[src/logic/glbl_map_pkg.sv]
/*
 * Address map and constants of the global register block.
 * Word addresses, reset values, chip ID fields and the boot strap index.
 * Imported by every module of the block and by the testbench.
 */
`default_nettype none

package glbl_map_pkg;

   // Bus widths
   localparam int ADDR_W = 5;
   localparam int DATA_W = 32;
   localparam int BE_W   = DATA_W / 8;

   // Word addresses
   localparam logic [ADDR_W-1:0] ADDR_CHIP_ID   = 5'd0;
   localparam logic [ADDR_W-1:0] ADDR_RST_CTRL  = 5'd1;
   localparam logic [ADDR_W-1:0] ADDR_CFG       = 5'd2;
   localparam logic [ADDR_W-1:0] ADDR_IRQ_MASK  = 5'd3;
   localparam logic [ADDR_W-1:0] ADDR_IRQ_STAT  = 5'd4;
   localparam logic [ADDR_W-1:0] ADDR_IRQ_SET   = 5'd10;
   localparam logic [ADDR_W-1:0] ADDR_SYS_STRAP = 5'd14;
   localparam logic [ADDR_W-1:0] ADDR_MAILBOX   = 5'd15;
   localparam logic [ADDR_W-1:0] ADDR_SW_BASE   = 5'd16;

   // Software register bank
   localparam int SW_REG_CNT = 8;
   localparam int SW_IDX_W   = $clog2(SW_REG_CNT);

   // Chip ID fields, "RD" in ASCII for the maker
   localparam logic [15:0] MANU_ID    = 16'h8268;
   localparam logic [3:0]  TOTAL_CORE = 4'd2;
   localparam logic [3:0]  CHIP_ID    = 4'd7;
   localparam logic [7:0]  CHIP_REV   = 8'h01;
   localparam logic [DATA_W-1:0] CHIP_ID_WORD = {MANU_ID, TOTAL_CORE, CHIP_ID, CHIP_REV};

   // Software register reset values, "RISC" signature, DDMMYYYY, revision 5.2
   localparam logic [DATA_W-1:0] CHIP_SIGNATURE    = 32'h8273_8343;
   localparam logic [DATA_W-1:0] CHIP_RELEASE_DATE = 32'h1808_2022;
   localparam logic [DATA_W-1:0] CHIP_REVISION     = 32'h0005_2000;
   localparam logic [SW_REG_CNT-1:0][DATA_W-1:0] SW_RST_VAL =
      {{(SW_REG_CNT-3){32'h0}}, CHIP_REVISION, CHIP_RELEASE_DATE, CHIP_SIGNATURE};

   // Reset control word, strap set releases core 0 as well
   localparam logic [DATA_W-1:0] RST_CTRL_BOOT = 32'h0000_0103;
   localparam logic [DATA_W-1:0] RST_CTRL_HOLD = 32'h0000_0003;
   localparam int STRAP_BOOT_BIT = 12;

endpackage

`default_nettype wire

[src/logic/glbl_types_pkg.sv]
/*
 * Types of the global register block.
 * Register bus request, internal write strobe, reset control and
 * configuration words, interrupt sources and the byte-lane merge.
 */
`default_nettype none

package glbl_types_pkg;
   import glbl_map_pkg::*;

   // Request from the bus master, held stable while cs is high
   typedef struct packed {
      logic              cs;
      logic              wr;
      logic [ADDR_W-1:0] addr;
      logic [DATA_W-1:0] wdata;
      logic [BE_W-1:0]   be;
   } reg_req_t;

   // Write strobe, high in the ack cycle of a write
   typedef struct packed {
      logic              wr_stb;
      logic [ADDR_W-1:0] addr;
      logic [DATA_W-1:0] wdata;
      logic [BE_W-1:0]   be;
   } reg_wr_t;

   // Reset control word, all lines active low
   typedef struct packed {
      logic [19:0] spare;
      logic [3:0]  cpu_core;
      logic        usbd;
      logic        uart1;
      logic        usbh;
      logic        i2cm;
      logic        uart0;
      logic        sspim;
      logic        qspim;
      logic        cpu_intf;
   } rst_ctrl_t;

   // Bus view and field view of the same word
   typedef union packed {
      logic [DATA_W-1:0] raw;
      rst_ctrl_t         f;
   } rst_ctrl_u;

   // Configuration word
   typedef struct packed {
      logic [15:0] riscv_ctrl;
      logic [11:0] rsvd;
      logic        soft_irq;
      logic [2:0]  user_irq;
   } cfg_t;

   // Raw interrupt sources, usb/i2c/rtc/ir are asynchronous
   typedef struct packed {
      logic [31:0] gpio;
      logic        usbh;
      logic        usbd;
      logic        i2cm;
      logic        pwm;
      logic        rtc;
      logic        ir;
      logic [2:0]  timer;
   } intr_src_t;

   // Byte lanes of new_word where be is set, old_word elsewhere
   function automatic logic [DATA_W-1:0] be_merge(input logic [DATA_W-1:0] old_word,
                                                  input logic [DATA_W-1:0] new_word,
                                                  input logic [BE_W-1:0]   be);
      logic [DATA_W-1:0] merged;
      merged = old_word;
      for (int i = 0; i < BE_W; i++) begin
         if (be[i]) begin
            merged[8*i +: 8] = new_word[8*i +: 8];
         end
      end
      return merged;
   endfunction

endpackage

`default_nettype wire

[src/logic/glbl_reg_file.sv]
/*
 * Bus side of the global register block.
 * Generates ack one cycle after cs, registers the read word, and holds
 * the configuration, mailbox and software registers. Writes land on the
 * edge that ends the ack cycle and go out on reg_wr to the neighbours.
 */
`timescale 1ns/1ps
`default_nettype none

module glbl_reg_file
   import glbl_map_pkg::*, glbl_types_pkg::*;
(
   input  logic              mclk,
   input  logic              s_reset_n,
   input  reg_req_t          reg_req,
   input  logic [DATA_W-1:0] system_strap,
   input  rst_ctrl_u         rst_word,
   input  logic [DATA_W-1:0] irq_mask,
   input  logic [DATA_W-1:0] irq_stat,
   output reg_wr_t           reg_wr,
   output logic [DATA_W-1:0] reg_rdata,
   output logic              reg_ack,
   output cfg_t              cfg
);

   logic                             wr_en;
   logic                             sw_hit;
   logic [SW_IDX_W-1:0]              sw_idx;
   logic [DATA_W-1:0]                rd_word;
   logic [DATA_W-1:0]                mailbox;
   logic [SW_REG_CNT-1:0][DATA_W-1:0] sw_reg;

   // --------------------------------------------------
   // Decode
   // --------------------------------------------------
   // Write only in the ack cycle so it acts exactly once
   assign wr_en  = reg_req.cs & reg_req.wr & reg_ack;

   // Software bank window
   assign sw_hit = (reg_req.addr >= ADDR_SW_BASE) &&
                   (reg_req.addr <  ADDR_SW_BASE + SW_REG_CNT);
   assign sw_idx = SW_IDX_W'(reg_req.addr - ADDR_SW_BASE);

   // Strobe to reset and interrupt control
   assign reg_wr = '{wr_stb: wr_en,
                     addr:   reg_req.addr,
                     wdata:  reg_req.wdata,
                     be:     reg_req.be};

   // --------------------------------------------------
   // Acknowledge and read data
   // --------------------------------------------------
   // One-cycle ack, held cs gives an access every other cycle
   always_ff @(posedge mclk or negedge s_reset_n) begin
      if (!s_reset_n) begin
         reg_ack <= 1'b0;
      end else begin
         reg_ack <= reg_req.cs & ~reg_ack;
      end
   end

   // Read word captured on the ack edge
   always_ff @(posedge mclk) begin
      if (reg_req.cs && !reg_ack) begin
         reg_rdata <= rd_word;
      end
   end

   // Read mux
   always_comb begin
      rd_word = '0;
      case (reg_req.addr)
         ADDR_CHIP_ID:                rd_word = CHIP_ID_WORD;
         ADDR_RST_CTRL:               rd_word = rst_word.raw;
         ADDR_CFG:                    rd_word = cfg;
         ADDR_IRQ_MASK:               rd_word = irq_mask;
         // Set address reads back as status
         ADDR_IRQ_STAT, ADDR_IRQ_SET: rd_word = irq_stat;
         ADDR_SYS_STRAP:              rd_word = system_strap;
         ADDR_MAILBOX:                rd_word = mailbox;
         default: begin
            // Unmapped words stay zero
            if (sw_hit) begin
               rd_word = sw_reg[sw_idx];
            end
         end
      endcase
   end

   // --------------------------------------------------
   // Local registers
   // --------------------------------------------------
   always_ff @(posedge mclk or negedge s_reset_n) begin
      if (!s_reset_n) begin
         cfg     <= '0;
         mailbox <= '0;
         // First three hold signature, date and revision
         sw_reg  <= SW_RST_VAL;
      end else if (wr_en) begin
         if (reg_req.addr == ADDR_CFG) begin
            cfg <= cfg_t'(be_merge(cfg, reg_req.wdata, reg_req.be));
         end
         if (reg_req.addr == ADDR_MAILBOX) begin
            mailbox <= be_merge(mailbox, reg_req.wdata, reg_req.be);
         end
         if (sw_hit) begin
            sw_reg[sw_idx] <= be_merge(sw_reg[sw_idx], reg_req.wdata, reg_req.be);
         end
      end
   end

   // Ack is a single pulse per access
   a_ack_single: assert property (@(posedge mclk) disable iff (!s_reset_n)
      reg_ack |=> !reg_ack);

endmodule

`default_nettype wire

[config.mk]
export PLATFORM = sky130hd
export DESIGN_NAME = glbl_reg_file
export DESIGN_NICKNAME = d
export VERILOG_FILES = /design/src/logic/glbl_map_pkg.sv /design/src/logic/glbl_types_pkg.sv /design/src/logic/glbl_reg_file.sv
export SDC_FILE = /design/constraint.sdc
export NUM_CORES = 1
export LEC_CHECK = 0
export BUFFER_PORTS_ARGS = -buffer_cell sky130_fd_sc_hd__buf_2
export CAP_MARGIN = 30
export CORE_MARGIN = 4
export CORE_UTILIZATION = 40
export CTS_CLUSTER_DIAMETER = 200
export DETAILED_ROUTE_END_ITERATION = 8
export SKIP_CTS_REPAIR_TIMING = 1
export SLEW_MARGIN = 0
export SYNTH_ARGS = -nofsm -noshare
export SYNTH_HDL_FRONTEND = slang
export SYNTH_SLANG_ARGS = --single-unit
export TNS_END_PERCENT = 100
[constraint.sdc]
create_clock -name mclk -period 3.1 [get_ports mclk]
set_input_delay 0.31 -clock mclk [delete_from_list [all_inputs] [get_ports mclk]]
set_output_delay 0.31 -clock mclk [all_outputs]
set_load 0.05 [all_outputs]
* Word level (Yosys, flattened, before mapping)
Cells that the tools add are included.
Operators by class: add/sub/neg operators 1, reductions and logical operators 15, mux-type cells 19, bitwise logic cells 4, magnitude comparators 4, eq/ne operators 7
Operator list (count):
- $bwmux 256 | 1
- $pmux 32 s7 | 1
- $bmux 32 s3 | 1
- $demux 32 s3 | 1
- $mux 32 | 3
- $mux 8 | 12
- $reduce_and 3->1 | 8
- $eq 5x4->1 const B | 3
- $eq 5x2->1 const B | 2
- $eq 5x1->1 const B | 1
- $eq 5x3->1 const B | 1
- $ge 5x5->1 const B | 1
- $logic_not 5->1 | 1
- $lt 5x5->1 const B | 1
- $lt 3x4->1 const B | 1
- $and 1x1->1 | 3
- $ge 3x1->1 const B | 1
- $logic_and 1x1->1 | 3
- $sub 3x1->3 const B | 1
- $reduce_and 2->1 | 1
- $reduce_or 2->1 | 1
- $logic_not 1->1 | 1
- $not 1->1 | 1
Word-level totals: input port bits 173, register bits 353, word-level logic and storage cells 70

* Depth between registers and ports, before layout
Gate-level depths: netlist of run 1.
depth after elaboration 7, depth in mapped cells 9, mapped depth without buffers 5

* Worst setup path after synthesis of run 1
No wires, ideal clock.
path type flip-flop to flip-flop, start point register reg_ack, end point register reg_rdata[0] (enable), arrival 2.105 ns, slack 0.569 ns, path buffers 0, setup time 0.426 ns, clock period less this slack 2.531 ns, cell stages (with the launch flop) 2, data required time 2.674 ns, cells stage by stage dfrtp_1 nor2b_1
On the way: longest elaborated chain between the ends 2
RTL lines:
- start: declaration | line glbl_reg_file.sv:22 | output logic reg_ack,
- start signal: assignment | line glbl_reg_file.sv:58 | reg_ack <= reg_req.cs & ~reg_ack;
- $logic_not 1->1 | line glbl_reg_file.sv:64 | if (reg_req.cs && !reg_ack) begin
- $logic_and 1x1->1 | line glbl_reg_file.sv:64
- end signal: assignment | line glbl_reg_file.sv:65 | reg_rdata <= rd_word;
- end: declaration | line glbl_reg_file.sv:21 | output logic [DATA_W-1:0] reg_rdata,
Every way passes these cells. A chain may end at the register's enable or synchronous reset.

* Final worst setup path of run 1
start point register reg_ack, end point register sw_reg[237] in the netlist's numbering
On the way: longest elaborated chain between the ends 2
RTL lines:
- $and 1x1->1 | line glbl_reg_file.sv:37 | assign wr_en = reg_req.cs & reg_req.wr & reg_ack;
- $reduce_and 2->1 (no line)
- end signal: indexed assignment | line glbl_reg_file.sv:107 | sw_reg[sw_idx] <= be_merge(sw_reg[sw_idx], reg_req.wdata, reg_req.be);
- end: declaration | line glbl_reg_file.sv:31 | logic [SW_REG_CNT-1:0][DATA_W-1:0] sw_reg;
Every way passes these cells.

==> run summary, run 1 <==
Outcome = completed
Vias in the first global route = 13,300
GPL Wtd Cong = 0.954
Layout area overhead = 19.8%
Pleak = 0.00923 µW
Total CTS buffers = 38
Die extent in x = 212 µm
Vias per std cell = 5.78
TritonCTS clock tree = done
Synth Register Bits = 353
Post-route cell area = 20,000 µm²
Total gr overflow = 0
Most common cell after layout, fill and taps aside = dfrtp_1
Fill count = 3,783
Global-route wire length before repair = 82.2 mm
WL final = 54.5 mm
# setup viols final = 0
Post-Synthesis Mean Instance Area = 10.8 µm²
Synth cell types = 56
Worst path arrival time = 2650 ps
Post-synth top flop = dfrtp_1
Via count = 13,600
Most frequent cells in the layout = dfrtp_1 (299), buf_2 (277), nand2_1 (259), o21ai_0 (239), mux2_2 (102)
CTS root buf = clkbuf_16
# DRC = 0
Skew-Pair Late Insertion Delay = 540 ps
RSZ-0062 raised after global routing = false
Fin crit period = 2280 ps
DRT iter0 DRCs = 1,859
Pwr Density = 554 nW/µm²
Critical path type = reg2reg
Mapped Nets = 1,723
Placed Area = 18,700 µm²
Cell Area, Synth = 16,700 µm²
# clock sinks = 353
Final Hold Fails = 0
WP data required = 3470 ps
Critical Path Start Type = register
H-tree Lvls = 2
Row cnt = 74
Number of flip-flops under the largest register name = 256
F_max = 439 MHz
Gr usage total = 23.6%
Worst VDD drop = 0.000312 V
Die Height = 212 µm
Setup tns final = 0 ps
Max-Cap Viols = 0
Pin count of the biggest net entering global routing = 73
Cells after Synth = 1,550
Final cycle utilization of the critical path = 73.5%
Critical path peak fanout = 28
Sequential share of the synthesized area = 54.1%
IO Count = 280
Drt wl/cell = 23.2 µm
Antenna-violating nets left = 0
CP Capture Type = register
Slew @ Worst Pin = 1060 ps
Layout Nets = 1,963
Asr flop ratio synth = 90.9%
Max clock buf depth = 3
Rel. slew slack = 29.3%
Post-route clock skew = 20.9 ps
First-pass DRT Iterations = 8
Syn. warnings = 0
Initial Utilization = 40.6%
Layout cells sized above 1 = 32.1%
Final core occ = 48.7%
Final Max Slew Viols = 0
Worst hold path type = in2reg
Die area = 45,000 µm²
Core box area = 41,000 µm²
Port buffer count = 279
EDFF count, synth = 32
Initial antenna violation count = 6
Dpl hpwl = 39.6 mm
Clock Pin Slew Worst Setup and Hold Paths = 60 ps
-- where the power goes --
part	internal [µW]	switching, µW	total, µW	leakage, µW
Sequential	4910	121	5030	0.00467
Combinational	427	931	1360	0.00392
Clock	2810	1860	4670	0.000640
-- logic make-up after synthesis --
kind of cell	after synthesis	synth area share (%)
flops	353	54.1
mux	164	11.4
buf+inv	178	5.44
simple gates	384	10.0
compound gates	471	19.0
-- cell type report --
type,count,area (µm²),share of cell area [%]
repair buffers,354,2100,10.5
well taps,532,666,3.34
clock buffers,51,1090,5.47
flip-flops and latches,353,9020,45.2
inverters,24,90.1,0.451
multi-input cells,1019,6790,34.0
clock inverters,18,193,0.965
diodes,2,5.00,0.0251
-- worst max-delay path, cell delays in order (launching register included) --
cell,delay [ps]
dfrtp_1,410
nand3_1,110
buf_4,190
nor3_1,150
buf_4,180
nand3_2,450
buf_4,430
nand2_1,90
o21ai_0,80
-- stage by stage --
| step | hold WS (ps) | setup slack, ps | std cells | total power (µW) |
|---|---|---|---|---|
| final | 62.0 | 823 | 2353 | 11100 |
| after global routing | 69.1 | 699 | 2352 | 11500 |
| after CTS | -218 | 819 | 2350 | 11100 |
| after detailed placement | 340 | 445 | 2281 | 6460 |
| after global placement | 332 | 482 | 2281 | 6440 |
| after floorplan | 14.4 | 569 | 1550 | 5890 |
-- metal layers --
layer	track usage (%)	vias to the layer above	wire (µm)
met4	7.56	4	1840
li1	-	6131	-
met2	37.6	630	25000
met3	4.23	125	4090
met1	32.9	6709	23600
met5	0	-	34
-- synth_stat cells, drive strengths merged, types with 12 or more instances --
cell	n	area [µm²]
a21o	12	90.1
a21oi	17	85.1
a221oi	21	184
a222oi	49	490
a22o	13	114
a22oi	23	173
buf	81	542
clkbuf	73	274
dfrtp	299	7480
dfstp	22	578
edfxtp	32	961
inv	22	82.6
mux2	104	1170
mux2i	50	500
nand2	268	1040
nor2	50	190
nor2b	15	93.8
nor3	13	91.3
o211ai	24	180
o21ai	246	1250
o2bb2ai	16	140
o32ai	15	131
-- worst paths after layout --
kind                              from          end  slack, ps  depth (start not counted)
max                            reg_ack  sw_reg[237]        820                          8
min                        reg_req[16]      cfg[12]         60                          2
max reg2reg                    reg_ack  sw_reg[237]        820                          8
min reg2reg                 sw_reg[38]   sw_reg[38]        470                          2
max in group asynchronous    s_reset_n    sw_reg[9]       1880                          3
min in group asynchronous    s_reset_n  sw_reg[243]        370                          2
(Power assumes the default switching activity.)
==> run 2: changes to the inputs <==
Settings changed: ABC_AREA set to 1.
Clock period 3.1 ns to 2.15 ns, I/O delays scaled along.
==> run summary, run 2 <==
Critical Path Start Type = register
Via count = 18,800
Worst r2r dst = sw_reg[126]
Pin count of the biggest net entering global routing = 82
CTS root buf = clkbuf_16
Worst hold path type = in2reg
Dpl cells = 3,472
Hold Path Depth = 3
Layout area overhead = 19.4%
Routing usage on met2 = 41.3%
Non-filler instance count after layout = 3,564
Final cycle utilization of the critical path = 90.0%
Fill count = 4,564
Antenna-violating nets left = 0
CP cell instances = nand3_1, inv_1, nand2_2, nor3_4, inv_2, buf_12, nand2_1, nand2_1
Synth Register Bits = 353
WP data required = 2570 ps
Reg2reg setup slack = 210 ps
Worst setup path start = reg_ack
Final Hold Fails = 11
Mapped Nets = 2,859
Slew @ Worst Pin = 825 ps
Global-route wire length before repair = 105 mm
Post-Synthesis Mean Instance Area = 7.02 µm²
Initial antenna violation count = 2
Most used cell along the critical path = nand2_1
Cells after Synth = 2,686
Port buffer count = 279
RR Startpoint = reg_ack
Crit-path max cell delay = 390 ps
Most common cell after layout, fill and taps aside = nand2_1
Hold endpoint = reg_rdata[12]
GR Util met1 = 37.1%
Grt met3 use = 4.21%
GR peak layer = met2
Post-route clock skew = 21.7 ps
Clock Pin Slew Worst Setup and Hold Paths = 60 ps
Synth cell types = 25
Max-Cap Viols = 0
EDFF count, synth = 32
Outcome = finished, violations left
GPL Wtd Cong = 0.912
Critical path type = reg2reg
# setup viols final = 0
Core box area = 46,600 µm²
Most frequent cell after synthesis = nand2_1
Total CTS buffers = 39
Skew-Pair Late Insertion Delay = 550 ps
Die Height = 225 µm
Worst path arrival time = 2360 ps
Most frequent cells in the layout = nand2_1 (1,373), nand3_1 (404), dfrtp_1 (299), buf_2 (277), inv_1 (178)
Drt wl/cell = 19.2 µm
Dpl hpwl = 46.0 mm
Final Max Slew Viols = 0
TritonCTS clock tree = done
Commonest cells in the netlist = nand2_1 (1,373), nand3_1 (404), dfrtp_1 (299), inv_1 (178), o21ai_0 (70)
WL final = 68.6 mm
Row cnt = 79
Min-delay src = irq_stat[12]
Worst VDD drop = 0.000631 V
Syn. warnings = 0
Rel. slew slack = 44.9%
Fin crit period = 1940 ps
CP Capture Type = register
RSZ-0062 raised after global routing = false
CP max-delay cell = dfrtp_1
F_max = 517 MHz
Setup tns final = 0 ps
Total gr overflow = 0
Die area = 50,700 µm²
Pleak = 0.0125 µW
Pwr Density = 735 nW/µm²
# clock sinks = 353
Vias in the first global route = 17,600
H-tree Lvls = 2
Asr flop ratio synth = 90.9%
# DRC = 0
Vias per std cell = 5.28
Cell taking the most area after synthesis = dfrtp_1
Failing checks = hold timing
Critical path peak fanout = 23
Layout Nets = 3,099
First-pass DRT Iterations = 6
Die extent in x = 225 µm
Yosys top cell area share = 39.7%
Sequential share of the synthesized area = 47.8%
IO Count = 280
Synth area leaders = dfrtp_1 (40%), nand2_1 (27%), nand3_1 (11%), edfxtp_1 (5.1%), inv_1 (3.5%)
Cell Area, Synth = 18,900 µm²
R2R cell count = 8
Max clock buf depth = 3
Number of flip-flops under the largest register name = 256
WHS = -24.8 ps
Initial Utilization = 40.5%
DRT iter0 DRCs = 2,232
Gr usage total = 26.1%
Layout cells sized above 1 = 16.2%
Post-synth top flop = dfrtp_1
==> run 2: cell types whose count changed in the layout (fill, tap and decap cells not counted), moves of 21 or more <==
cell | previous run | this run
o21ai_0 | 239 | 70
inv_1 | 21 | 178
mux2i_1 | 50 | 0
nand3_1 | 1 | 404
mux2_2 | 102 | 0
a22oi_1 | 23 | 0
nand4_1 | 1 | 27
a221oi_1 | 21 | 0
nand2_1 | 259 | 1373
a222oi_1 | 49 | 0
o211ai_1 | 24 | 0
==> run 2: logic make-up after synthesis <==
group | synth area share (%)
AO/OA/AOI/OAI | 2.18
AND/OR/NAND/NOR | 41.1
buffers and inverters | 8.91
flip-flops | 47.8
==> run 2: area by class of cell <==
cell class | count | area, µm² | area share [%]
clock buffers | 61 | 1240 | 5.51
clock inverters | 10 | 97.6 | 0.433
multi-input cells | 1959 | 8210 | 36.5
inverters | 198 | 744 | 3.31
flip-flops and latches | 353 | 9020 | 40.1
well taps | 607 | 759 | 3.37
repair buffers | 375 | 2440 | 10.8
diodes | 1 | 2.50 | 0.0111
==> run 2: per-stage QoR <==
stage / area [µm²] / util [%] / power [µW] / setup WS [ps]
after floorplan: 18900 / - / 8780 / 229
after global placement: 21000 / 45.1 / 9590 / 85.6
after detailed placement: 21000 / 45.1 / 9630 / 95.8
after CTS: 22300 / 47.9 / 16600 / 216
after global routing: 22500 / 48.4 / 17200 / 73.3
final: 22500 / 48.4 / 16600 / 214
==> run 2: worst max-delay path: cells and delay by family, from the launching register on <==
| family | cells | cell delay [ps] |
|---|---|---|
| DFF | 1 | 390 |
| and+or+nand+nor | 5 | 860 |
| buffers and inverters | 3 | 550 |
==> run 2: where the power goes <==
group	switching, µW	total, µW	internal, µW
clock network	2800	7000	4200
logic	1620	2250	633
registers	193	7310	7110
==> run 2: worst max-delay path by stage <==
stage	to	slack [ps]	depth (start not counted)
after global placement	reg_rdata[22]	90	8
after detailed placement	reg_rdata[22]	100	8
final	sw_reg[126]	210	8
after CTS	sw_reg[121]	220	8
after floorplan	reg_rdata[0]	230	1
after global routing	sw_reg[111]	70	8
==> run 2: metal layers <==
layer  vias to the layer above  share of wire (%)  routed length [µm]
li1                       8844                  -                   -
met3                       118                9.1                6230
met2                       960                 45               30800
met5                         -              0.029                  20
met1                      8895                 43               29600
met4                         2                2.8                1910
