==> src/logic/glbl_map_pkg.sv <==
/*
 * Address map and constants of the global register block.
 * Word addresses, reset values, chip ID fields and the boot strap index.
 * Imported by every module of the block and by the testbench.
 */
`default_nettype none

package glbl_map_pkg;

   // Bus widths
   localparam int ADDR_W = 5;
   localparam int DATA_W = 32;
   localparam int BE_W   = DATA_W / 8;

   // Word addresses
   localparam logic [ADDR_W-1:0] ADDR_CHIP_ID   = 5'd0;
   localparam logic [ADDR_W-1:0] ADDR_RST_CTRL  = 5'd1;
   localparam logic [ADDR_W-1:0] ADDR_CFG       = 5'd2;
   localparam logic [ADDR_W-1:0] ADDR_IRQ_MASK  = 5'd3;
   localparam logic [ADDR_W-1:0] ADDR_IRQ_STAT  = 5'd4;
   localparam logic [ADDR_W-1:0] ADDR_IRQ_SET   = 5'd10;
   localparam logic [ADDR_W-1:0] ADDR_SYS_STRAP = 5'd14;
   localparam logic [ADDR_W-1:0] ADDR_MAILBOX   = 5'd15;
   localparam logic [ADDR_W-1:0] ADDR_SW_BASE   = 5'd16;

   // Software register bank
   localparam int SW_REG_CNT = 8;
   localparam int SW_IDX_W   = $clog2(SW_REG_CNT);

   // Chip ID fields, "RD" in ASCII for the maker
   localparam logic [15:0] MANU_ID    = 16'h8268;
   localparam logic [3:0]  TOTAL_CORE = 4'd2;
   localparam logic [3:0]  CHIP_ID    = 4'd7;
   localparam logic [7:0]  CHIP_REV   = 8'h01;
   localparam logic [DATA_W-1:0] CHIP_ID_WORD = {MANU_ID, TOTAL_CORE, CHIP_ID, CHIP_REV};

   // Software register reset values, "RISC" signature, DDMMYYYY, revision 5.2
   localparam logic [DATA_W-1:0] CHIP_SIGNATURE    = 32'h8273_8343;
   localparam logic [DATA_W-1:0] CHIP_RELEASE_DATE = 32'h1808_2022;
   localparam logic [DATA_W-1:0] CHIP_REVISION     = 32'h0005_2000;
   localparam logic [SW_REG_CNT-1:0][DATA_W-1:0] SW_RST_VAL =
      {{(SW_REG_CNT-3){32'h0}}, CHIP_REVISION, CHIP_RELEASE_DATE, CHIP_SIGNATURE};

   // Reset control word, strap set releases core 0 as well
   localparam logic [DATA_W-1:0] RST_CTRL_BOOT = 32'h0000_0103;
   localparam logic [DATA_W-1:0] RST_CTRL_HOLD = 32'h0000_0003;
   localparam int STRAP_BOOT_BIT = 12;

endpackage

`default_nettype wire

==> src/logic/glbl_types_pkg.sv <==
/*
 * Types of the global register block.
 * Register bus request, internal write strobe, reset control and
 * configuration words, interrupt sources and the byte-lane merge.
 */
`default_nettype none

package glbl_types_pkg;
   import glbl_map_pkg::*;

   // Request from the bus master, held stable while cs is high
   typedef struct packed {
      logic              cs;
      logic              wr;
      logic [ADDR_W-1:0] addr;
      logic [DATA_W-1:0] wdata;
      logic [BE_W-1:0]   be;
   } reg_req_t;

   // Write strobe, high in the ack cycle of a write
   typedef struct packed {
      logic              wr_stb;
      logic [ADDR_W-1:0] addr;
      logic [DATA_W-1:0] wdata;
      logic [BE_W-1:0]   be;
   } reg_wr_t;

   // Reset control word, all lines active low
   typedef struct packed {
      logic [19:0] spare;
      logic [3:0]  cpu_core;
      logic        usbd;
      logic        uart1;
      logic        usbh;
      logic        i2cm;
      logic        uart0;
      logic        sspim;
      logic        qspim;
      logic        cpu_intf;
   } rst_ctrl_t;

   // Bus view and field view of the same word
   typedef union packed {
      logic [DATA_W-1:0] raw;
      rst_ctrl_t         f;
   } rst_ctrl_u;

   // Configuration word
   typedef struct packed {
      logic [15:0] riscv_ctrl;
      logic [11:0] rsvd;
      logic        soft_irq;
      logic [2:0]  user_irq;
   } cfg_t;

   // Raw interrupt sources, usb/i2c/rtc/ir are asynchronous
   typedef struct packed {
      logic [31:0] gpio;
      logic        usbh;
      logic        usbd;
      logic        i2cm;
      logic        pwm;
      logic        rtc;
      logic        ir;
      logic [2:0]  timer;
   } intr_src_t;

   // Byte lanes of new_word where be is set, old_word elsewhere
   function automatic logic [DATA_W-1:0] be_merge(input logic [DATA_W-1:0] old_word,
                                                  input logic [DATA_W-1:0] new_word,
                                                  input logic [BE_W-1:0]   be);
      logic [DATA_W-1:0] merged;
      merged = old_word;
      for (int i = 0; i < BE_W; i++) begin
         if (be[i]) begin
            merged[8*i +: 8] = new_word[8*i +: 8];
         end
      end
      return merged;
   endfunction

endpackage

`default_nettype wire

==> src/logic/glbl_intr_ctrl.sv <==
/*
 * Global interrupt controller.
 * Double-synchronizes the asynchronous sources, builds the request word,
 * and keeps mask and status. Status is write-1-to-clear at ADDR_IRQ_STAT
 * and software-set at ADDR_IRQ_SET; irq_lines is mask AND status.
 */
`timescale 1ns/1ps
`default_nettype none

module glbl_intr_ctrl
   import glbl_map_pkg::*, glbl_types_pkg::*;
(
   input  logic              mclk,
   input  logic              s_reset_n,
   input  reg_wr_t           reg_wr,
   input  intr_src_t         intr_src,
   output logic [DATA_W-1:0] irq_mask,
   output logic [DATA_W-1:0] irq_stat,
   output logic [DATA_W-1:0] irq_lines
);

   // Synchronizer order is {ir, rtc, usbh, usbd, i2cm}
   logic [4:0]        async_in;
   logic [4:0]        sync_s;
   logic [4:0]        sync_ss;
   logic [DATA_W-1:0] hw_req;
   logic [DATA_W-1:0] wr_lanes;
   logic [DATA_W-1:0] sw_set;
   logic [DATA_W-1:0] sw_clr;
   logic              mask_wr;
   logic              stat_wr;
   logic              set_wr;

   // --------------------------------------------------
   // Source synchronizers
   // --------------------------------------------------
   assign async_in = {intr_src.ir, intr_src.rtc, intr_src.usbh,
                      intr_src.usbd, intr_src.i2cm};

   always_ff @(posedge mclk or negedge s_reset_n) begin
      if (!s_reset_n) begin
         sync_s  <= '0;
         sync_ss <= '0;
      end else begin
         sync_s  <= async_in;
         sync_ss <= sync_s;
      end
   end

   // Request word, gpio[7:0] is port A and not routed here
   // USB host and device share bit 4
   assign hw_req = {intr_src.gpio[31:8],
                    sync_ss[4],
                    sync_ss[3],
                    intr_src.pwm,
                    sync_ss[2] | sync_ss[1],
                    sync_ss[0],
                    intr_src.timer};

   // --------------------------------------------------
   // Register writes
   // --------------------------------------------------
   assign mask_wr  = reg_wr.wr_stb && (reg_wr.addr == ADDR_IRQ_MASK);
   assign stat_wr  = reg_wr.wr_stb && (reg_wr.addr == ADDR_IRQ_STAT);
   assign set_wr   = reg_wr.wr_stb && (reg_wr.addr == ADDR_IRQ_SET);

   // Write data limited to enabled lanes
   assign wr_lanes = be_merge('0, reg_wr.wdata, reg_wr.be);
   assign sw_set   = set_wr  ? wr_lanes : '0;
   assign sw_clr   = stat_wr ? wr_lanes : '0;

   always_ff @(posedge mclk or negedge s_reset_n) begin
      if (!s_reset_n) begin
         irq_mask <= '0;
         irq_stat <= '0;
      end else begin
         if (mask_wr) begin
            irq_mask <= be_merge(irq_mask, reg_wr.wdata, reg_wr.be);
         end
         // Set beats clear in the same cycle
         irq_stat <= (irq_stat & ~sw_clr) | hw_req | sw_set;
      end
   end

   assign irq_lines = irq_mask & irq_stat;

   // A raised line always has its status bit behind it
   a_line_has_stat: assert property (@(posedge mclk) disable iff (!s_reset_n)
      (irq_lines & ~irq_stat) == '0);

endmodule

`default_nettype wire

==> config.mk <==
export PLATFORM = sky130hd
export DESIGN_NAME = glbl_intr_ctrl
export DESIGN_NICKNAME = d
export VERILOG_FILES = /design/src/logic/glbl_map_pkg.sv /design/src/logic/glbl_types_pkg.sv /design/src/logic/glbl_intr_ctrl.sv
export SDC_FILE = /design/constraint.sdc
export NUM_CORES = 1
export LEC_CHECK = 0
export BUFFER_PORTS_ARGS = -buffer_cell sky130_fd_sc_hd__buf_2
export CORE_ASPECT_RATIO = 0.75
export CORE_MARGIN = 2
export CORE_UTILIZATION = 46
export CTS_BUF_LIST = sky130_fd_sc_hd__clkbuf_4 sky130_fd_sc_hd__clkbuf_8
export CTS_CLUSTER_DIAMETER = 50
export CTS_CLUSTER_SIZE = 12
export DETAILED_ROUTE_END_ITERATION = 10
export PLACE_DENSITY = 0.87
export SYNTH_ARGS = -nofsm -noshare
export SYNTH_HDL_FRONTEND = slang
export SYNTH_SLANG_ARGS = --single-unit
==> constraint.sdc <==
create_clock -name mclk -period 1.3 [get_ports mclk]
set_input_delay 0.195 -clock mclk [delete_from_list [all_inputs] [get_ports mclk]]
set_output_delay 0.195 -clock mclk [all_outputs]
set_load 0.02 [all_outputs]
# [After elaboration in Yosys (flattened, before gate mapping)]
# Index checks and enable logic that the tools add are counted.
[totals] regBits=74 in_bits=85 out_inout_bits=96 word_cells=29
[op_classes] n_eq_ne=3 muxes=6 n_bitwise=6 n_reduce_logical=7
[op_table] cell="bitwise AND 32 bit" n=2
[op_table] cell="two-way mux 32 bit" n=2
[op_table] cell="OR 32 bit" n=2
[op_table] cell="two-way mux 8 bit" n=4
[op_table] cell="inverter 32 bit" n=1
[op_table] cell="AND reduction 2 bit" n=4
[op_table] cell="== test 5 x 2 -> 1 bit (second input constant)" n=1
[op_table] cell="== test 5 x 3 -> 1 bit (second input constant)" n=1
[op_table] cell="== test 5 x 4 -> 1 bit (second input constant)" n=1
[op_table] cell="logical AND 1 bit" n=3
[op_table] cell="OR 1 bit" n=1

# [Depth between registers and ports, before layout]
# Gate-level depths: netlist of run 1.
[depth] depth_word=7 depth_mapped=5 depth_no_buf=3

# [Worst setup path after synthesis of run 1]
# Ideal clock, no wire load.
[synth_timing] path_kind="input -> register" startpoint="input reg_wr[41] in the netlist's numbering" endpoint="register irq_stat[10]" setup_time_ns=0.126 arrival_ns=1.106 required_ns=1.174 setup_slack_ns=0.068 path_stages=5 n_path_buf=2 cell_sequence="nor3b_2 -> buf_6 -> and4_1 -> buf_2 -> a221o_1"
[synth_between] elab_chain_cells=6 elab_cells_between_ends=8 classes_between="2 x mux; 4 x bitwise; 2 x reduce/logical"
[synth_lines] element="start, declared" line_no="glbl_intr_ctrl.sv:15" source="input reg_wr_t reg_wr,"
[synth_lines] element="logical AND 1 bit" line_no="glbl_intr_ctrl.sv:64" source="assign stat_wr = reg_wr.wr_stb && (reg_wr.addr == ADDR_IRQ_STAT);"
[synth_lines] element="two-way mux 32 bit" line_no="glbl_intr_ctrl.sv:70" source="assign sw_clr = stat_wr ? wr_lanes : '0;"
[synth_lines] element="inverter 32 bit" line_no="glbl_intr_ctrl.sv:81" source="irq_stat <= (irq_stat & ~sw_clr) | hw_req | sw_set;"
[synth_lines] element="bitwise AND 32 bit" line_no="glbl_intr_ctrl.sv:81"
[synth_lines] element="OR 32 bit" line_no="glbl_intr_ctrl.sv:81"
[synth_lines] element="OR 32 bit *" line_no="glbl_intr_ctrl.sv:81"
[synth_lines] element="end signal, assigned" line_no="glbl_intr_ctrl.sv:81"
[synth_lines] element="end, declared" line_no="glbl_intr_ctrl.sv:18" source="output logic [DATA_W-1:0] irq_stat,"
# Mark *: on every way between the ends. The rest lies on a longest branch, timed or not.
# A chain may end at the register's enable or synchronous reset.

# [Worst setup path in the final report of run 1]
[layout_timing] startpoint="register irq_mask[21]" endpoint="output irq_lines[21]"
[layout_between] elab_chain_cells=1
[layout_lines] element="start, declared" line_no="glbl_intr_ctrl.sv:17" source="output logic [DATA_W-1:0] irq_mask,"
[layout_lines] element="start signal, assigned" line_no="glbl_intr_ctrl.sv:78" source="irq_mask <= be_merge(irq_mask, reg_wr.wdata, reg_wr.be);"
[layout_lines] element="bitwise AND 32 bit" line_no="glbl_intr_ctrl.sv:85" source="assign irq_lines = irq_mask & irq_stat;"
[layout_lines] element="end, declared" line_no="glbl_intr_ctrl.sv:19" source="output logic [DATA_W-1:0] irq_lines"
# Every way passes these cells.

==> results of run 1 <==
==> timing repair <==
item,CTS,global route
setup buffers,0,4
hold endpoints to repair,79,0
hold buffers,6,0
endpoints found under the setup margin,0,5
gates resized for setup,0,3
==> metal layers <==
layer | wire [um] | share of wire | up-vias
li1 | - | - | 1289
met1 | 3620 | 0.40 | 1429
met2 | 4770 | 0.52 | 141
met3 | 628 | 0.069 | 15
met4 | 140 | 0.015 | 0
met5 | 0 | 0 | -
==> cell type report <==
cell class,count,area [um2]
multi-input combinational,145,1340
fill,529,2180
timing repair buffer,197,1160
clock inverter,4,50.0
tap,98,123
clock buffer,12,159
sequential,74,1850
==> power by group through the flow <==
| stage | combinational (uW) | clock, uW | sequential, uW |
|---|---|---|---|
| CTS | 1250 | 1870 | 2560 |
| global route | 1360 | 1960 | 2580 |
| finish | 1280 | 1830 | 2560 |
| detailed placement | 1240 | 0 | 2600 |
| floorplan | 522 | 0 | 2760 |
| global placement | 1210 | 0 | 2600 |
==> through the flow <==
step	TNS, ps	instances
6_report	0	530
2_1_floorplan	0	237
4_1_cts	0	526
5_1_grt	0	530
3_3_place_gp	-7700	504
3_5_place_dp	-9600	504
==> cell families (layout without fill, tap and decap cells) <==
family | Yosys count | after routing | synth area share
AND/OR/NAND/NOR | 81 | 81 | 0.160
buffers and inverters | 18 | 213 | 0.0364
flip-flops | 74 | 74 | 0.561
multiplexers | 32 | 32 | 0.146
AO/OA/AOI/OAI | 32 | 32 | 0.0971
==> flip-flops by register name, summed over array words and instances (netlist names) <==
register  cells
sync_ss       5
irq_stat     32
irq_mask     32
sync_s        5
==> cells in the final DEF, fill, tap and decap left out, types with 2 or more instances in the layout <==
| cell | netlist | layout |
|---|---|---|
| buf_2 | 9 | 170 |
| dfrtp_1 | 74 | 74 |
| and2_1 | 33 | 32 |
| a221o_1 | 32 | 32 |
| mux2_4 | 32 | 32 |
| nand4_1 | 24 | 24 |
| buf_4 | 1 | 14 |
| clkbuf_8 | 0 | 11 |
| nand3_1 | 8 | 8 |
| buf_12 | 0 | 7 |
| dlygate4sd3_1 | 0 | 6 |
| and3_1 | 6 | 5 |
| and4_1 | 3 | 3 |
| nor3b_4 | 0 | 2 |
| nor2b_1 | 2 | 2 |
| clkinvlp_4 | 0 | 2 |
==> final timing paths <==
| check | start | endpoint | slack [ps] | depth (start not counted) |
|---|---|---|---|---|
| max | irq_mask[21] | irq_lines[21] | 40 | 2 |
| max reg2reg | sync_ss[1] | irq_stat[4] | 310 | 2 |
| min reg2reg | sync_s[1] | sync_ss[1] | 360 | 0 |
| max in group asynchronous | s_reset_n | irq_stat[17] | 570 | 3 |
| min in group asynchronous | s_reset_n | irq_mask[2] | 410 | 3 |
| min | intr_src[33] | irq_stat[24] | 50 | 2 |
==> run_results.csv, run 1 <==
group,metric,value,unit
timing,fin_crit_sh,0.966,
final_layout,utilization,0.682,
critical_path,critical_path.max_stage_delay,410,ps
timing,hold_viol,0,
detailed_routing,drt_iter0_markers,113,
critical_path,worstPathArrival,1060,ps
critical_path,critPathKind,"flip-flop to output pin",
critical_path,crit_path_end_kind,"output pin",
timing,hold_ws,48.0,ps
floorplanning,initial_core_util,0.481,
critical_path,critPathBufInv,1,
clock_tree,cts_root_buffer,"clkbuf_8",
power_and_ir_drop,powerDensity,1210,mW/mm2
power_and_ir_drop,p_clk_frac,0.323,
run_status,status,"completed",
placement,io_buffers,172,
yosys,synth_area,0.00330,mm2
critical_path,path_cells,"and2_1 -> buf_2",
floorplanning,coreArea,0.00686,mm2
final_layout,nets,512,
power_and_ir_drop,p_switching,1620,uW
power_and_ir_drop,p_int,4050,uW
yosys,ys_seq_area_frac,0.561,
yosys,yosysMostFrequentCell,"dfrtp_1",
detailed_routing,routed-via-count,2874,
floorplanning,fp.dieW,102,um
yosys,synth_common_cells,"dfrtp_1 (74), and2_1 (33), a221o_1 (32), mux2_4 (32), nand4_1 (24)",
critical_path,cp_data_required_time,1110,ps
floorplanning,die_y,77.3,um
yosys,synth_top_area_share,0.561,
critical_path,worst-path-max-fanout,3,
grt,grt.met2_usage,0.401,
power_and_ir_drop,combPwrFrac,0.225,
grt,met3_usage,0.0586,
grt,grt_pass1_vias,2796,
timing,rsz0062_at_grt,"no",
timing,max_freq,796,MHz
final_layout,drive_gt1_frac,0.565,
timing,drv_slew,0,
timing,worst_pin_slew,390,ps
critical_path,crit_path_top_delay_cell,"dfrtp_1",
yosys,async_flop_share,1.00,
grt,grt.busiest_layer,"met2",
grt,use_met1,0.289,
detailed_routing,detail-route-antenna-nets,0,
flow_run,maxCapViolations,0,
placement,place_area,0.00438,mm2
grt,grt_max_degree,75,
power_and_ir_drop,vdd_ir_drop_max,0.628,mV
timing,skew,6.84,ps
clock_tree,clock_latency,330,ps
placement,gp_congestion,0.840,
timing,setup_viol,0,
hold_path,hold_path_class,"primary input to flip-flop",
timing,final.min_clock_period,1260,ps
power_and_ir_drop,p_total,5670,uW
critical_path,critical-path-top-delay-family,"flip-flops",
timing,max_slew_margin,0.740,
detailed_routing,finalWirelength,9.16,mm
grt,track_usage,0.233,
clock_tree,cts_tree,"done",
detailed_routing,dr.pass1.iters,4,
clock_tree,htreeDepth,3,
final_layout,diodes,0,
power_and_ir_drop,seqPwrFrac,0.451,
yosys,yosysWarnings,0,
detailed_routing,routed_via_density,5.42,
placement,dp_slack,-208,ps
grt,antenna_found_initial,0,
yosys,synth.distinct_cells,17,
detailed_routing,post_drt_wl_per_cell,17.3,um
yosys,synth-edff-count,0,
yosys,synth_ff_type,"dfrtp_1",
grt,grt_overflow_total,0,
grt,grt_pass1_wl,14.2,mm
yosys,ys_seq_elements,74,
yosys,synth_cells,237,
yosys,syn_area_per_cell,13.9,um2
clock_tree,cts_buffer_depth,2,
clock_tree,cts-buffers-inserted,9,
critical_path,critPathLaunchType,"flip-flop",
yosys,synth_area_leader_cell,"dfrtp_1",
yosys,synthesis.nets,322,
detailed_routing,drc,0,
timing,fin_ws,44.0,ps
final_layout,areaGrowthSynthToFinish,41.9,%
yosys,synth_area_leaders,"dfrtp_1 (56%), mux2_4 (15%), a221o_1 (9.7%)",
power_and_ir_drop,leakagePower,0.00221,uW
clock_tree,path_clk_slew,80,ps
floorplanning,ios,181,
clock_tree,clock_sinks,74,
floorplanning,fp.dieArea,0.00787,mm2
power_and_ir_drop,switching_share,0.287,
placement,hpwl,6.60,mm
floorplanning,fp-row-count,26,
final_layout,final_area,0.00468,mm2
Power figures use the tool's default switching activity.
==> run 2: changes to the inputs <==
- CORE_UTILIZATION: 46 -> 50
- PLACE_DENSITY: 0.87 -> 0.93
- clock period: 1.3 -> 1.51 ns (I/O delays scaled with it)
==> run 2 against run 1 <==
Net effect:
- cell count is 3.8% lower
- routed wire length grew 1.9%
- sequential power fell by 14%
- critical path type unchanged
- largest power group unchanged
==> run_results.csv, run 2 (synthesis results as in run 1) <==
group,metric,value,unit
clock_tree,cts_root_buffer,"clkbuf_8",
timing,final.min_clock_period,1320,ps
floorplanning,coreArea,0.00635,mm2
critical_path,worstPathArrival,1090,ps
detailed_routing,post_drt_wl_per_cell,18.3,um
detailed_routing,detail-route-antenna-nets,0,
final_layout,fillers,463,
timing,max_freq,760,MHz
final_layout,top_regs,"irq_mask: 32 flops, irq_stat: 32 flops",
timing,skew,6.30,ps
final_layout,areaGrowthSynthToFinish,40.9,%
grt,track_usage,0.253,
run_status,status,"completed",
detailed_routing,dr.pass1.iters,4,
detailed_routing,drt_iter0_markers,96,
final_layout,final_cell_mix,"buf_2 (171), dfrtp_1 (74), and2_1 (33), a221o_1 (32), mux2_4 (32)",
hold_path,holdPathEnd,"irq_stat[23]",
critical_path,worst-path-max-fanout,3,
floorplanning,fp-row-count,25,
hold_path,hold-path-cell-count,2,
critical_path,r2r-end,"irq_stat[4]",
final_layout,nets,509,
critical_path,critical_path.max_stage_delay,400,ps
critical_path,ff2ff_path_depth,2,
clock_tree,htreeDepth,3,
floorplanning,initial_core_util,0.520,
floorplanning,die_y,74.4,um
timing,max_slew_margin,0.727,
power_and_ir_drop,vdd_ir_drop_max,0.724,mV
timing,fin_ws,194,ps
critical_path,r2r_setup_slack,470,ps
grt,grt_max_degree,35,
placement,io_buffers,172,
detailed_routing,routed_via_density,5.56,
critical_path,r2r-start,"sync_ss[1]",
timing,setup_viol,0,
placement,hpwl,6.82,mm
critical_path,critPathKind,"flip-flop to output pin",
clock_tree,path_clk_slew,80,ps
clock_tree,post_cts_buffers,0,
critical_path,crit_path_end_kind,"output pin",
grt,grt_pass1_wl,14.0,mm
grt,antenna_found_initial,0,
clock_tree,cts_buffer_depth,2,
final_layout,layout_commonest_cell,"buf_2",
critical_path,critical-path-top-delay-family,"flip-flops",
hold_path,hold_path_class,"primary input to flip-flop",
critical_path,critPathBufInv,1,
critical_path,critPathLaunchType,"flip-flop",
clock_tree,clock_sinks,74,
clock_tree,clock_latency,350,ps
placement,dp_slack,-50.8,ps
clock_tree,cts_tree,"done",
clock_tree,cts-buffers-inserted,9,
grt,grt_pass1_vias,2830,
power_and_ir_drop,powerDensity,1100,mW/mm2
floorplanning,fp.dieArea,0.00727,mm2
final_layout,diodes,0,
final_layout,drive_gt1_frac,0.557,
detailed_routing,finalWirelength,9.33,mm
grt,grt_overflow_total,0,
critical_path,cp_data_required_time,1280,ps
critical_path,path_cells,"and2_1 -> buf_2",
placement,dp.cells,488,
power_and_ir_drop,leakagePower,0.00221,uW
final_layout,fin_cells,510,
critical_path,crit_path_top_delay_cell,"dfrtp_1",
timing,drv_slew,0,
timing,rsz0062_at_grt,"no",
floorplanning,fp.dieW,97.8,um
placement,gp_congestion,0.845,
hold_path,worstHoldStart,"intr_src[32]",
floorplanning,ios,181,
detailed_routing,routed-via-count,2838,
timing,worst_pin_slew,409,ps
flow_run,maxCapViolations,0,
timing,fin_crit_sh,0.872,
timing,hold_viol,0,
detailed_routing,drc,0,
[run 2: cell types whose count changed in the layout (fill, tap and decap cells not counted), moves of 2 or more]
cell	delta
buf_4	-3
clkbuf_8	-2
bufinv_16	+2
clkinv_2	+2
clkinvlp_4	-2
[run 2: worst max path at each step]
stage,startpoint,endpoint,slack [ps],cells past startpoint
2_1_floorplan,reg_wr[41],irq_stat[10],250,5
3_3_place_gp,reg_wr[36],irq_stat[23],20,5
3_5_place_dp,reg_wr[36],irq_stat[25],-50,5
4_1_cts,irq_mask[30],irq_lines[30],190,2
5_1_grt,irq_mask[10],irq_lines[10],160,2
6_report,irq_mask[13],irq_lines[13],190,2
[run 2: worst register-to-register path, delay by kind of cell, from the launching register on]
family / cells / cell delay (ps)
DFF: 1 / 370
AOI/OAI and AO/OA: 1 / 270
and+or+nand+nor: 1 / 290
[run 2: layout make-up]
class,instances,area (um2),area share
Clock inverter,6,105,0.0226
Timing Repair Buffer,194,1120,0.241
Clock buffer,10,131,0.0283
Tap cell,81,101,0.0218
Multi-Input combinational cell,145,1340,0.288
Sequential cell,74,1850,0.398
[run 2: through the flow]
step                power (uW)  area, um2  hold WS (ps)  setup TNS (ps)   util
floorplan                 2820       3300         -69.1               0      -
global placement          3270       4350           178               0  0.685
detailed placement        3310       4350           188            -274  0.685
CTS                       5150       4650          57.0               0  0.732
global route              5300       4650          65.0               0  0.732
finish                    5120       4650          65.4               0  0.732
[run 2: power by group]
part / internal (uW) / total, uW / switching, uW
Sequential: 2110 / 2210 / 99.9
Combinational: 478 / 1070 / 593
Clock: 1110 / 1830 / 726
Total: 3700 / 5120 / 1420
[run 2: per-layer routing]
metal | track usage | routed length (um) | vias to the layer above
met5 | 0 | 0 | -
met4 | 0.0756 | 117 | 0
met3 | 0.0771 | 715 | 11
met2 | 0.464 | 4950 | 139
met1 | 0.294 | 3550 | 1407
li1 | - | - | 1281
[run 2: timing repair]
| action | in CTS | in global routing |
|---|---|---|
| hold buffers | 6 | 0 |
| hold endpoints to repair | 34 | 0 |
| resized for setup | 0 | 0 |
